[config.mk]
export PLATFORM = sky130hd
export DESIGN_NAME = md_unit
export DESIGN_NICKNAME = d
export VERILOG_FILES = /design/src/design/md_pkg.sv /design/src/design/md_dispatch.sv /design/src/design/md_lane.sv /design/src/design/md_collect.sv /design/src/design/md_unit.sv
export SDC_FILE = /design/constraint.sdc
export NUM_CORES = 2
export LEC_CHECK = 0
export BUFFER_PORTS_ARGS = -buffer_cell sky130_fd_sc_hd__buf_2
export CAP_MARGIN = 40
export CORE_MARGIN = 5
export CORE_UTILIZATION = 34
export CTS_CLUSTER_SIZE = 10
export DETAILED_ROUTE_END_ITERATION = 16
export PLACE_DENSITY = 0.6
export RECOVER_POWER = 50
export SLEW_MARGIN = 20
export SYNTH_ARGS = -nofsm -noshare
export SYNTH_HDL_FRONTEND = slang
export SYNTH_SLANG_ARGS = --single-unit
[constraint.sdc]
create_clock -name clk -period 9.4 [get_ports clk]
set_input_delay 1.41 -clock clk [delete_from_list [all_inputs] [get_ports clk]]
set_output_delay 1.41 -clock clk [all_outputs]
set_load 0.05 [all_outputs]
[src/design/md_pkg.sv]
package md_pkg;

    // operation codes as seen on the issue port
    typedef enum logic [1:0] {
        OP_MULT  = 2'd0,
        OP_MULTU = 2'd1,
        OP_DIV   = 2'd2,
        OP_DIVU  = 2'd3
    } md_op_e;

    // one issued operation
    typedef struct packed {
        md_op_e      op;
        // multiplicand or dividend
        logic [31:0] src1;
        // multiplier or divisor
        logic [31:0] src2;
    } md_cmd_t;

    // hi/lo pair returned to the pipeline
    typedef struct packed {
        // product high half or remainder
        logic [31:0] hi;
        // product low half or quotient
        logic [31:0] lo;
    } md_res_t;

    // lane count and lane index width
    localparam int NUM_LANES = 4;
    localparam int LANE_W = 2;

    // cycles from start to done including conditioning, 32 iterations and fix-up
    localparam int LANE_CYCLES = 34;

endpackage

[src/design/md_dispatch.sv]
`timescale 1ns/1ps

module md_dispatch (
    input  logic                          clk,
    input  logic                          rst,
    input  logic                          up_req,
    input  md_pkg::md_cmd_t               up_cmd,
    output logic                          up_ack,
    input  logic [md_pkg::NUM_LANES-1:0]  lane_busy,
    output logic [md_pkg::NUM_LANES-1:0]  lane_start,
    output md_pkg::md_cmd_t               lane_cmd
);
    import md_pkg::*;

    // round-robin issue pointer
    logic [LANE_W-1:0] ptr;
    logic              accept;

    // new request, previous handshake closed, and the lane in turn is free
    assign accept = up_req && !up_ack && !lane_busy[ptr];

    // one-hot decode of the pointer, only in the accepting cycle
    always_comb begin
        for (int i = 0; i < NUM_LANES; i++) begin
            lane_start[i] = accept && (ptr == LANE_W'(i));
        end
    end

    // the requester holds up_cmd while up_req is high and the lane captures it on start
    assign lane_cmd = up_cmd;

    always_ff @(posedge clk) begin
        if (rst) begin
            ptr <= '0;
        end else if (accept) begin
            if (ptr == LANE_W'(NUM_LANES - 1)) begin
                ptr <= '0;
            end else begin
                ptr <= ptr + LANE_W'(1);
            end
        end
    end

    // four-phase issue handshake
    always_ff @(posedge clk) begin
        if (rst) begin
            up_ack <= 1'b0;
        end else if (accept) begin
            up_ack <= 1'b1;
        end else if (up_ack && !up_req) begin
            up_ack <= 1'b0;
        end
    end

    // a waiting request keeps its command until up_ack answers
    a_req_stable : assert property (
        @(posedge clk) disable iff (rst)
        up_req && !up_ack |=> up_req && $stable(up_cmd)
    );

endmodule

[src/design/md_lane.sv]
`timescale 1ns/1ps

module md_lane (
    input  logic            clk,
    input  logic            rst,
    input  logic            start,
    input  md_pkg::md_cmd_t cmd,
    input  logic            take,
    output logic            busy,
    output logic            done,
    output md_pkg::md_res_t res
);
    import md_pkg::*;

    typedef enum logic [1:0] {
        ST_IDLE,
        ST_ITER,
        ST_FIX,
        ST_DONE
    } lane_state_e;

    lane_state_e state;
    logic [4:0]  cnt;

    // operand conditioning happens in the start cycle itself
    logic        is_signed;
    logic        is_div;
    logic        sgn1;
    logic        sgn2;
    logic [31:0] abs1;
    logic [31:0] abs2;

    // working registers
    logic        is_div_r;
    logic        neg_q;
    logic        neg_r;
    logic [31:0] opnd;
    logic [63:0] acc;

    // one iteration step for each kind
    logic [32:0] mul_sum;
    logic [32:0] div_diff;
    logic [63:0] prod_fix;

    assign is_signed = (cmd.op == OP_MULT) || (cmd.op == OP_DIV);
    assign is_div    = (cmd.op == OP_DIV) || (cmd.op == OP_DIVU);
    assign sgn1      = is_signed && cmd.src1[31];
    assign sgn2      = is_signed && cmd.src2[31];
    assign abs1      = sgn1 ? -cmd.src1 : cmd.src1;
    assign abs2      = sgn2 ? -cmd.src2 : cmd.src2;

    // add the multiplicand into the high half when the low bit is set
    assign mul_sum  = {1'b0, acc[63:32]} + (acc[0] ? {1'b0, opnd} : 33'd0);
    // trial subtract of the divisor from the shifted partial remainder
    assign div_diff = acc[63:31] - {1'b0, opnd};
    assign prod_fix = neg_q ? -acc : acc;

    always_ff @(posedge clk) begin
        if (rst) begin
            state <= ST_IDLE;
            cnt   <= '0;
        end else begin
            case (state)
                ST_IDLE: begin
                    if (start) begin
                        state <= ST_ITER;
                        cnt   <= '0;
                    end
                end
                ST_ITER: begin
                    cnt <= cnt + 5'd1;
                    if (cnt == 5'd31) begin
                        state <= ST_FIX;
                    end
                end
                ST_FIX: begin
                    state <= ST_DONE;
                end
                default: begin
                    // hold the result until the collector takes it
                    if (take) begin
                        state <= ST_IDLE;
                    end
                end
            endcase
        end
    end

    always_ff @(posedge clk) begin
        if (state == ST_IDLE && start) begin
            is_div_r <= is_div;
            opnd     <= is_div ? abs2 : abs1;
            acc      <= {32'd0, is_div ? abs1 : abs2};
            // a zero divisor keeps the all-ones quotient whatever the dividend sign
            neg_q    <= is_div ? ((sgn1 ^ sgn2) && (cmd.src2 != '0)) : (sgn1 ^ sgn2);
            // remainder follows the dividend
            neg_r    <= sgn1;
        end else if (state == ST_ITER) begin
            if (!is_div_r) begin
                acc <= {mul_sum, acc[31:1]};
            end else if (!div_diff[32]) begin
                acc <= {div_diff[31:0], acc[30:0], 1'b1};
            end else begin
                acc <= {acc[62:0], 1'b0};
            end
        end
    end

    // sign fix-up in the last cycle
    always_ff @(posedge clk) begin
        if (state == ST_FIX) begin
            if (is_div_r) begin
                res.hi <= neg_r ? -acc[63:32] : acc[63:32];
                res.lo <= neg_q ? -acc[31:0] : acc[31:0];
            end else begin
                res <= prod_fix;
            end
        end
    end

    assign busy = (state != ST_IDLE);
    assign done = (state == ST_DONE);

    a_no_start_busy : assert property (
        @(posedge clk) disable iff (rst)
        start |-> !busy
    );

endmodule

[src/design/md_collect.sv]
`timescale 1ns/1ps

module md_collect (
    input  logic                          clk,
    input  logic                          rst,
    input  logic [md_pkg::NUM_LANES-1:0]  lane_done,
    input  md_pkg::md_res_t               lane_res [md_pkg::NUM_LANES],
    output logic [md_pkg::NUM_LANES-1:0]  lane_take,
    output logic                          dn_req,
    input  logic                          dn_ack,
    output md_pkg::md_res_t               dn_res
);
    import md_pkg::*;

    // drain pointer follows the issue order
    logic [LANE_W-1:0] ptr;
    logic              out_free;
    logic              take_any;

    // output register is free once the previous handshake has fully closed
    assign out_free = !dn_req && !dn_ack;
    assign take_any = out_free && lane_done[ptr];

    always_comb begin
        for (int i = 0; i < NUM_LANES; i++) begin
            lane_take[i] = take_any && (ptr == LANE_W'(i));
        end
    end

    always_ff @(posedge clk) begin
        if (rst) begin
            ptr <= '0;
        end else if (take_any) begin
            if (ptr == LANE_W'(NUM_LANES - 1)) begin
                ptr <= '0;
            end else begin
                ptr <= ptr + LANE_W'(1);
            end
        end
    end

    always_ff @(posedge clk) begin
        if (take_any) begin
            dn_res <= lane_res[ptr];
        end
    end

    // four-phase result handshake
    always_ff @(posedge clk) begin
        if (rst) begin
            dn_req <= 1'b0;
        end else if (take_any) begin
            dn_req <= 1'b1;
        end else if (dn_req && dn_ack) begin
            dn_req <= 1'b0;
        end
    end

    // a finished lane waiting its turn keeps done and its result
    a_lane_hold : assert property (
        @(posedge clk) disable iff (rst)
        lane_done[ptr] && !take_any |=> lane_done[ptr] && $stable(lane_res[ptr])
    );

endmodule

[src/design/md_unit.sv]
`timescale 1ns/1ps

module md_unit (
    input  logic            clk,
    input  logic            rst,
    input  logic            up_req,
    input  md_pkg::md_cmd_t up_cmd,
    output logic            up_ack,
    output logic            dn_req,
    input  logic            dn_ack,
    output md_pkg::md_res_t dn_res
);
    import md_pkg::*;

    logic [NUM_LANES-1:0] lane_start;
    logic [NUM_LANES-1:0] lane_busy;
    logic [NUM_LANES-1:0] lane_done;
    logic [NUM_LANES-1:0] lane_take;
    md_cmd_t              lane_cmd;
    md_res_t              lane_res [NUM_LANES];

    md_dispatch i_md_dispatch (
        .clk        (clk),
        .rst        (rst),
        .up_req     (up_req),
        .up_cmd     (up_cmd),
        .up_ack     (up_ack),
        .lane_busy  (lane_busy),
        .lane_start (lane_start),
        .lane_cmd   (lane_cmd)
    );

    for (genvar i = 0; i < NUM_LANES; i++) begin : gen_lane
        md_lane i_md_lane (
            .clk   (clk),
            .rst   (rst),
            .start (lane_start[i]),
            .cmd   (lane_cmd),
            .take  (lane_take[i]),
            .busy  (lane_busy[i]),
            .done  (lane_done[i]),
            .res   (lane_res[i])
        );
    end

    md_collect i_md_collect (
        .clk       (clk),
        .rst       (rst),
        .lane_done (lane_done),
        .lane_res  (lane_res),
        .lane_take (lane_take),
        .dn_req    (dn_req),
        .dn_ack    (dn_ack),
        .dn_res    (dn_res)
    );

endmodule

**Word level (Yosys, flattened, before mapping)**

Index checks and enable logic that the tools add are counted.
W data, S select, Z words.

- Register bits after elaboration: 750
- Input port bits: 70
- Output and inout bits: 66
- Word-level logic and storage cells: 251

- Add/subtract/negate cells: 28
- Order comparisons: 3
- Equal/unequal tests: 32
- Mux-type cells: 78
- Bitwise gates (word level): 2
- Reductions and logical operators: 62

Operators by type and width:

| kind | count |
|---|---|
| $mux W64 | 18 |
| $mux W32 | 24 |
| $neg A32 Y32 | 10 |
| $neg A64 Y64 | 4 |
| $add A32 B32 Y33 | 4 |
| $sub A33 B32 Y33 | 4 |
| $bmux W64 S2 | 1 |
| $pmux W5 S2 | 4 |
| $reduce_bool A32 Y1 | 1 |
| $eq A2 B2 Y1 const B | 14 |
| $mux W2 | 14 |
| $reduce_bool A2 Y1 | 14 |
| $pmux W2 S3 | 4 |
| $logic_and A1 B1 Y1 | 21 |
| $add A5 B1 Y5 const B | 4 |
| $eq A5 B5 Y1 const B | 4 |
| $mux W5 | 4 |
| $ne A2 B1 Y1 const B | 8 |
| $reduce_bool A4 Y1 | 4 |
| $logic_not A2 Y1 | 7 |
| $eq A2 B1 Y1 const B | 6 |
| $reduce_and A3 Y1 | 4 |
| $reduce_and A2 Y1 | 4 |
| $mux W1 | 7 |
| 8 further kinds | 16 |

**Logic depth before layout (Yosys ltp)**

- Word-level depth: 8
- Depth in mapped cells: 16
- Mapped depth without buffers: 14

**By module**

A second synthesis with hierarchy kept.

- Cells, all modules: 6586
- Area total of the unflattened synthesis: 60147.7 um2

By module, submodules not included:

| module | instances | cells an instance | area each (um2) | seq. area each (um2) |
|---|---|---|---|---|
| md_lane (gen_lane[1].i_md_lane ...) | 2 | 1599 | 14003.4 | 4714.5 |
| md_lane (gen_lane[0].i_md_lane) | 1 | 1552 | 13945.9 | 4714.5 |
| md_lane (gen_lane[3].i_md_lane) | 1 | 1571 | 13694.4 | 4714.5 |
| md_collect | 1 | 171 | 3739.8 | 1981.9 |
| md_dispatch | 1 | 94 | 760.7 | 60.1 |

**Least setup slack after synthesis**

Ideal clock, no wire load.

- Path type: input to register
- From: in dn_ack
- To: reg gen_lane[1].i_md_lane.state[1]
- Setup time: 128 ps
- Arrival time: 5948 ps
- Required time: 9272 ps
- Setup slack: 3325 ps
- Cell stages on the path: 7
- Path buffers: 0
- Path through: a211oi_1 -> a21boi_1 -> a211o_1 -> o21ai_0 -> a21oi_1 -> mux2i_1 -> nor2_1

- Longest elaborated chain between the ends: 6

Ends and longest elaborated chain:

| element | RTL line | RTL |
|---|---|---|
| start, declared | md_unit.sv:10 | `input logic dn_ack,` |
| $logic_not A1 Y1 | md_collect.sv:21 | `assign out_free = !dn_req && !dn_ack;` |
| $logic_and A1 B1 Y1 | md_collect.sv:21 |  |
| $logic_and A1 B1 Y1 | md_collect.sv:22 | `assign take_any = out_free && lane_done[ptr];` |
| net i_md_collect.take_any | md_collect.sv:18 | `logic take_any;` |
| $logic_and A1 B1 Y1 | md_collect.sv:26 | `lane_take[i] = take_any && (ptr == LANE_W'(i));` |
| $reduce_bool A4 Y1 (no source line) | - |  |
| $reduce_and A3 Y1 (no source line) | - |  |
| end signal, assigned | md_lane.sv:73 | `state <= ST_FIX;` |
| end signal, assigned | md_lane.sv:77 | `state <= ST_DONE;` |
| end signal, assigned | md_lane.sv:82 | `state <= ST_IDLE;` |
| end, declared | md_lane.sv:22 | `lane_state_e state;` |

The timed path passes the listed nets, and every way through them passes these cells.
A chain may end at the register's enable or synchronous reset.

**Final worst setup path**

- From: in up_cmd[65] in the netlist's numbering
- To: reg gen_lane[2].i_md_lane.opnd[10] (data pin)

- Longest elaborated chain between the ends: 5
- Elaborated cells between the ends (all ways): 10
- Classes of those cells: eq/ne (2); mux (3); reduce/logical (5)

Ends and longest elaborated chain:

| element | RTL line | RTL |
|---|---|---|
| start, declared | md_unit.sv:7 | `input md_pkg::md_cmd_t up_cmd,` |
| $eq A2 B2 Y1 / $logic_not A2 Y1 (equally long branches) | md_lane.sv:45, md_lane.sv:46 |  |
| $logic_or A1 B1 Y1 | md_lane.sv:45 | `assign is_signed = (cmd.op == OP_MULT) \|\| (cmd.op == OP_DIV);` |
| $logic_and A1 B1 Y1 (on tied branches) | md_lane.sv:47, md_lane.sv:48 |  |
| $mux W32 (on tied branches) | md_lane.sv:49, md_lane.sv:50 |  |
| $mux W32 * | md_lane.sv:92 | `opnd <= is_div ? abs2 : abs1;` |
| end signal, assigned | md_lane.sv:92 |  |
| end, declared | md_lane.sv:37 | `logic [31:0] opnd;` |

Every way passes the cells marked *; elsewhere a longest branch is shown, timed or not.

==> results.tsv <==
stage	metric	value	unit
global_route	initial antenna violation count	36	
detailed_routing	Initial DRT Pass Iterations	7	
global_route	All-Layer GR Usage	0.2363	
place	Area after DPL	0.05598	mm^2
detailed_routing	WL final	200600	um
detailed_routing	Antenna Nets Post-Route	0	
sta	Min Hold Slack	0.4962	ns
sta	Slew headroom	-1.410	
pwr	PnR Total Power	17.89	mW
outcome	status	finished, violations left	
clocking	Root Buffer	clkbuf_16	
synthesis	async set-reset flop share out of synthesis	0	
pwr	Peak VDD IR	160.7	uV
sta	RSZ-0062 raised after global routing	false	
sta	Slew Viols, Final	779	
synthesis	Synth Flop Type	edfxtp_1	
die	# rows	144	
sta	setup violators final	0	
sta	setup tns final	0	ns
synthesis	synth unique cells	85	
min_path	hold path start	gen_lane[1].i_md_lane.cnt[4]$_SDFFE_PP0P_	
critical_path	WS Path Type	input port to flip-flop	
sta	Min Clock Period, post-route	6.921	ns
critical_path	CP Max Fanout	48	
synthesis	synthesis-stage register bit count	750	
synthesis	Synth Instances	5579	
layout	Register Area	0.02090	mm^2
sta	Final Cycle Share	0.7363	
clocking	Post CTS Setup Buffer Count	0	
detailed_routing	DR WL/cell	25.82	um
sta	Max Freq	144.5	MHz
layout	Layout area overhead	11.19	%
detailed_routing	met2 WL	83560	um
layout	multi-input logic area	0.03006	mm^2
sta	Layout Skew	0.03719	ns
layout	final net count	6008	
place	number of port buffers	135	
min_path	hold path endpoint	gen_lane[1].i_md_lane.cnt[4]$_SDFFE_PP0P_	
critical_path	flop-to-flop setup slack	2.81	ns
pwr	cell leakage power	22.23	nW
place	pre-CTS setup slack	4.420	ns
place	HPWL after detailed placement	153100	um
critical_path	critical register-to-register path endpoint	gen_lane[1].i_md_lane.state[1]$_SDFFE_PP0P_	
place	Placer Congestion	0.9655	
detailed_routing	DR iter-0 viols	5449	
critical_path	slowest CP cell	clkbuf_1	
outcome	failing checks	max-capacitance violations, max-slew violations	
clocking	Worst-Skew Late Latency	0.73	ns
detailed_routing	Met1 Wirelength	86620	um
min_path	Worst Hold Class	flip-flop to flip-flop	
die	Die Y-Extent	404.1	um
synthesis	Post-Syn Nets	5955	
critical_path	crit path DAT	7.34	ns
die	die width	404.1	um
pwr	Power Density	304.6	mW/mm^2
global_route	total grt overflow	0	
detailed_routing	DRC viols	0	
critical_path	WP data required	9.82	ns
synthesis	post-synthesis sequential area ratio	0.3957	
layout	Final Non-Filler Cells	7769	
critical_path	critical path cell sequence	clkbuf_1, clkbuf_1, mux2i_1, buf_4	
clocking	CTS tree	done	
critical_path	R2R cell count	9	
clocking	clock sink total	750	
synthesis	Post-synth EDFFs	588	
clocking	TritonCTS Buffers	93	
clocking	clock slew at reported path FFs	0.06	ns
global_route	vias in the first global route	42360	
global_route	global-route wire length before repair	289400	um
layout	fin area	0.05873	mm^2
run	Max-Cap Viols	19	
die	Core Region	0.1542	mm^2
clocking	post_cts resized	0	
detailed_routing	vias after detailed routing	45840	
detailed_routing	DR top layer	met5	
clocking	H-tree Lvls	3	
critical_path	slowest stage delay, CP	2.47	ns
sta	worst slew pin tran	3.615	ns
layout	final core occ	0.3808	
critical_path	CP Launch Type	input port	
clocking	CTS Buffer Depth	3	
detailed_routing	metal3 WL	23030	um
min_path	Hold Crit Depth	2	
global_route	largest net degree at the start of global routing	113	
synthesis	syn_area_per_cell	9.467	um^2
layout	share of layout cells above drive strength 1	0.07404	
synthesis	Synth warnings	0	
sta	Setup WS post-layout	2.479	ns
critical_path	cell repeated most along the worst path	clkbuf_1	
die	Starting Density	0.3424	
critical_path	crit end category	flip-flop	
detailed_routing	vias per cell	5.901	
synthesis	Post-Syn Area	0.05281	mm^2
die	die area	0.1633	mm^2
clocking	hold_buf cts	0	
sta	Fin. Hold Viols	0	
layout	Fillers	15510	
place	placed cells	7574	
critical_path	reg2reg start	i_md_collect.ptr[0]$_SDFFE_PP0P_	
die	num ports	136	
## logic make-up (layout without fill, tap and decap cells)
| group | Yosys count | after routing | synth area share |
|---|---|---|---|
| XOR/XNOR | 522 | 522 | 0.08657 |
| AO/OA/AOI/OAI | 1618 | 1618 | 0.1906 |
| other | 0 | 25 | 0 |
| AND/OR/NAND/NOR | 1530 | 1530 | 0.1365 |
| multiplexers | 338 | 338 | 0.08007 |
| adder cells (fa/ha/maj) | 306 | 306 | 0.07363 |
| flip-flops | 750 | 750 | 0.3957 |
| buffers and inverters | 515 | 636 | 0.03691 |
## synthesized netlist by cell type, drive strengths merged, types with 9 or more instances
| cell type | number | share of area |
|---|---|---|
| or4 | 35 | 0.0051 |
| o21a | 44 | 0.0063 |
| o21bai | 35 | 0.0050 |
| xnor2 | 345 | 0.057 |
| a32oi | 13 | 0.0022 |
| nand3b | 10 | 0.0014 |
| nand3 | 86 | 0.0081 |
| o31a | 9 | 0.0015 |
| mux4 | 65 | 0.028 |
| a31o | 21 | 0.0035 |
| nand2b | 55 | 0.0065 |
| o211ai | 40 | 0.0057 |
| edfxtp | 588 | 0.33 |
| ha | 298 | 0.071 |
| dfxtp | 162 | 0.061 |
| and2 | 30 | 0.0036 |
| nand4 | 42 | 0.0050 |
| xor2 | 177 | 0.029 |
| o22ai | 16 | 0.0019 |
| a21o | 159 | 0.023 |
| a31oi | 43 | 0.0051 |
| nor3 | 83 | 0.0079 |
| and3 | 31 | 0.0037 |
| a211oi | 76 | 0.011 |
| nor2b | 61 | 0.0072 |
| mux2i | 247 | 0.047 |
| a21boi | 10 | 0.0014 |
| or3 | 60 | 0.0071 |
| inv | 238 | 0.017 |
| a41oi | 10 | 0.0017 |
| mux2 | 26 | 0.0055 |
| a21oi | 466 | 0.044 |
| nor4 | 48 | 0.0058 |
| o21ai | 454 | 0.043 |
| o41ai | 31 | 0.0051 |
| nand2 | 456 | 0.032 |
| o31ai | 63 | 0.0090 |
| buf | 37 | 0.0029 |
| nor2 | 473 | 0.034 |
| nor3b | 11 | 0.0016 |
| clkbuf | 237 | 0.017 |
| a22oi | 22 | 0.0031 |
| o221ai | 25 | 0.0041 |
| or2 | 18 | 0.0021 |
## how the worst max path moves through the flow
stage	startpoint	to	slack, ns	cells after the start
2_1_floorplan	dn_ack	gen_lane[1].i_md_lane.state[1]$_SDFFE_PP0P_	3.32	7
3_3_place_gp	up_cmd[12]	gen_lane[1].i_md_lane.opnd[30]$_DFFE_PP_	4.37	10
3_5_place_dp	up_cmd[34]	gen_lane[3].i_md_lane.acc[29]$_DFFE_PP_	4.42	12
4_1_cts	gen_lane[0].i_md_lane.acc[0]$_DFFE_PP_	gen_lane[0].i_md_lane.acc[58]$_SDFFE_PP0P_	4.64	15
5_1_grt	i_md_collect.ptr[0]$_SDFFE_PP0P_	gen_lane[1].i_md_lane.state[1]$_SDFFE_PP0P_	2.16	9
6_report	up_cmd[65]	gen_lane[2].i_md_lane.opnd[10]$_DFFE_PP_	2.48	4
## placed cells by master (no fill, tap or decap), drive strengths merged, types with 48 or more instances in the layout
cell and n:
o21ai 454, a211oi 76, edfxtp 588, nand3 86, o31ai 63, ha 298
mux2i 247, buf 134, nor2b 61, nand2 456, xor2 177, nand2b 55
mux4 65, nor4 48, a21oi 466, clkbuf 235, inv 240, nor2 473
a21o 159, or3 60, dfxtp 162, nor3 83, xnor2 345
## worst max-delay path: cells and delay by family
kind     cells  cell delay, ns
buf+inv      3            4.69
mux          1            1.14
## registers in the layout, indices dropped and copies added (netlist names)
signal,flops
gen_lane.i_md_lane.state,8
i_md_dispatch.up_ack,1
gen_lane.i_md_lane.neg_r,4
i_md_collect.dn_res,64
gen_lane.i_md_lane.opnd,128
gen_lane.i_md_lane.acc,256
gen_lane.i_md_lane.res,256
i_md_collect.dn_req,1
gen_lane.i_md_lane.is_div_r,4
i_md_collect.ptr,2
i_md_dispatch.ptr,2
gen_lane.i_md_lane.cnt,20
gen_lane.i_md_lane.neg_q,4
## metal layers
metal / track usage / up-vias
li1: - / 20790
met1: 0.3445 / 22380
met2: 0.3437 / 2344
met3: 0.05439 / 323
met4: 0.08041 / 8
met5: 0 / -
## layout make-up
| class | instances | share of cell area |
|---|---|---|
| Antenna cell | 25 | 0.001065 |
| Clock inverter | 25 | 0.005731 |
| Sequential cell | 750 | 0.3560 |
| Multi-Input combinational cell | 4314 | 0.5119 |
| Inverter | 241 | 0.01549 |
| Timing Repair Buffer | 232 | 0.02295 |
| Tap cell | 2044 | 0.04355 |
| Clock buffer | 138 | 0.04336 |
## power by group
group | total, mW | internal (mW) | switching [mW]
sequential | 5.62 | 4.49 | 1.12
combinational | 8.76 | 3.45 | 5.31
clock | 3.51 | 1.99 | 1.52
Note: power is estimated with default switching activity, not from simulation.
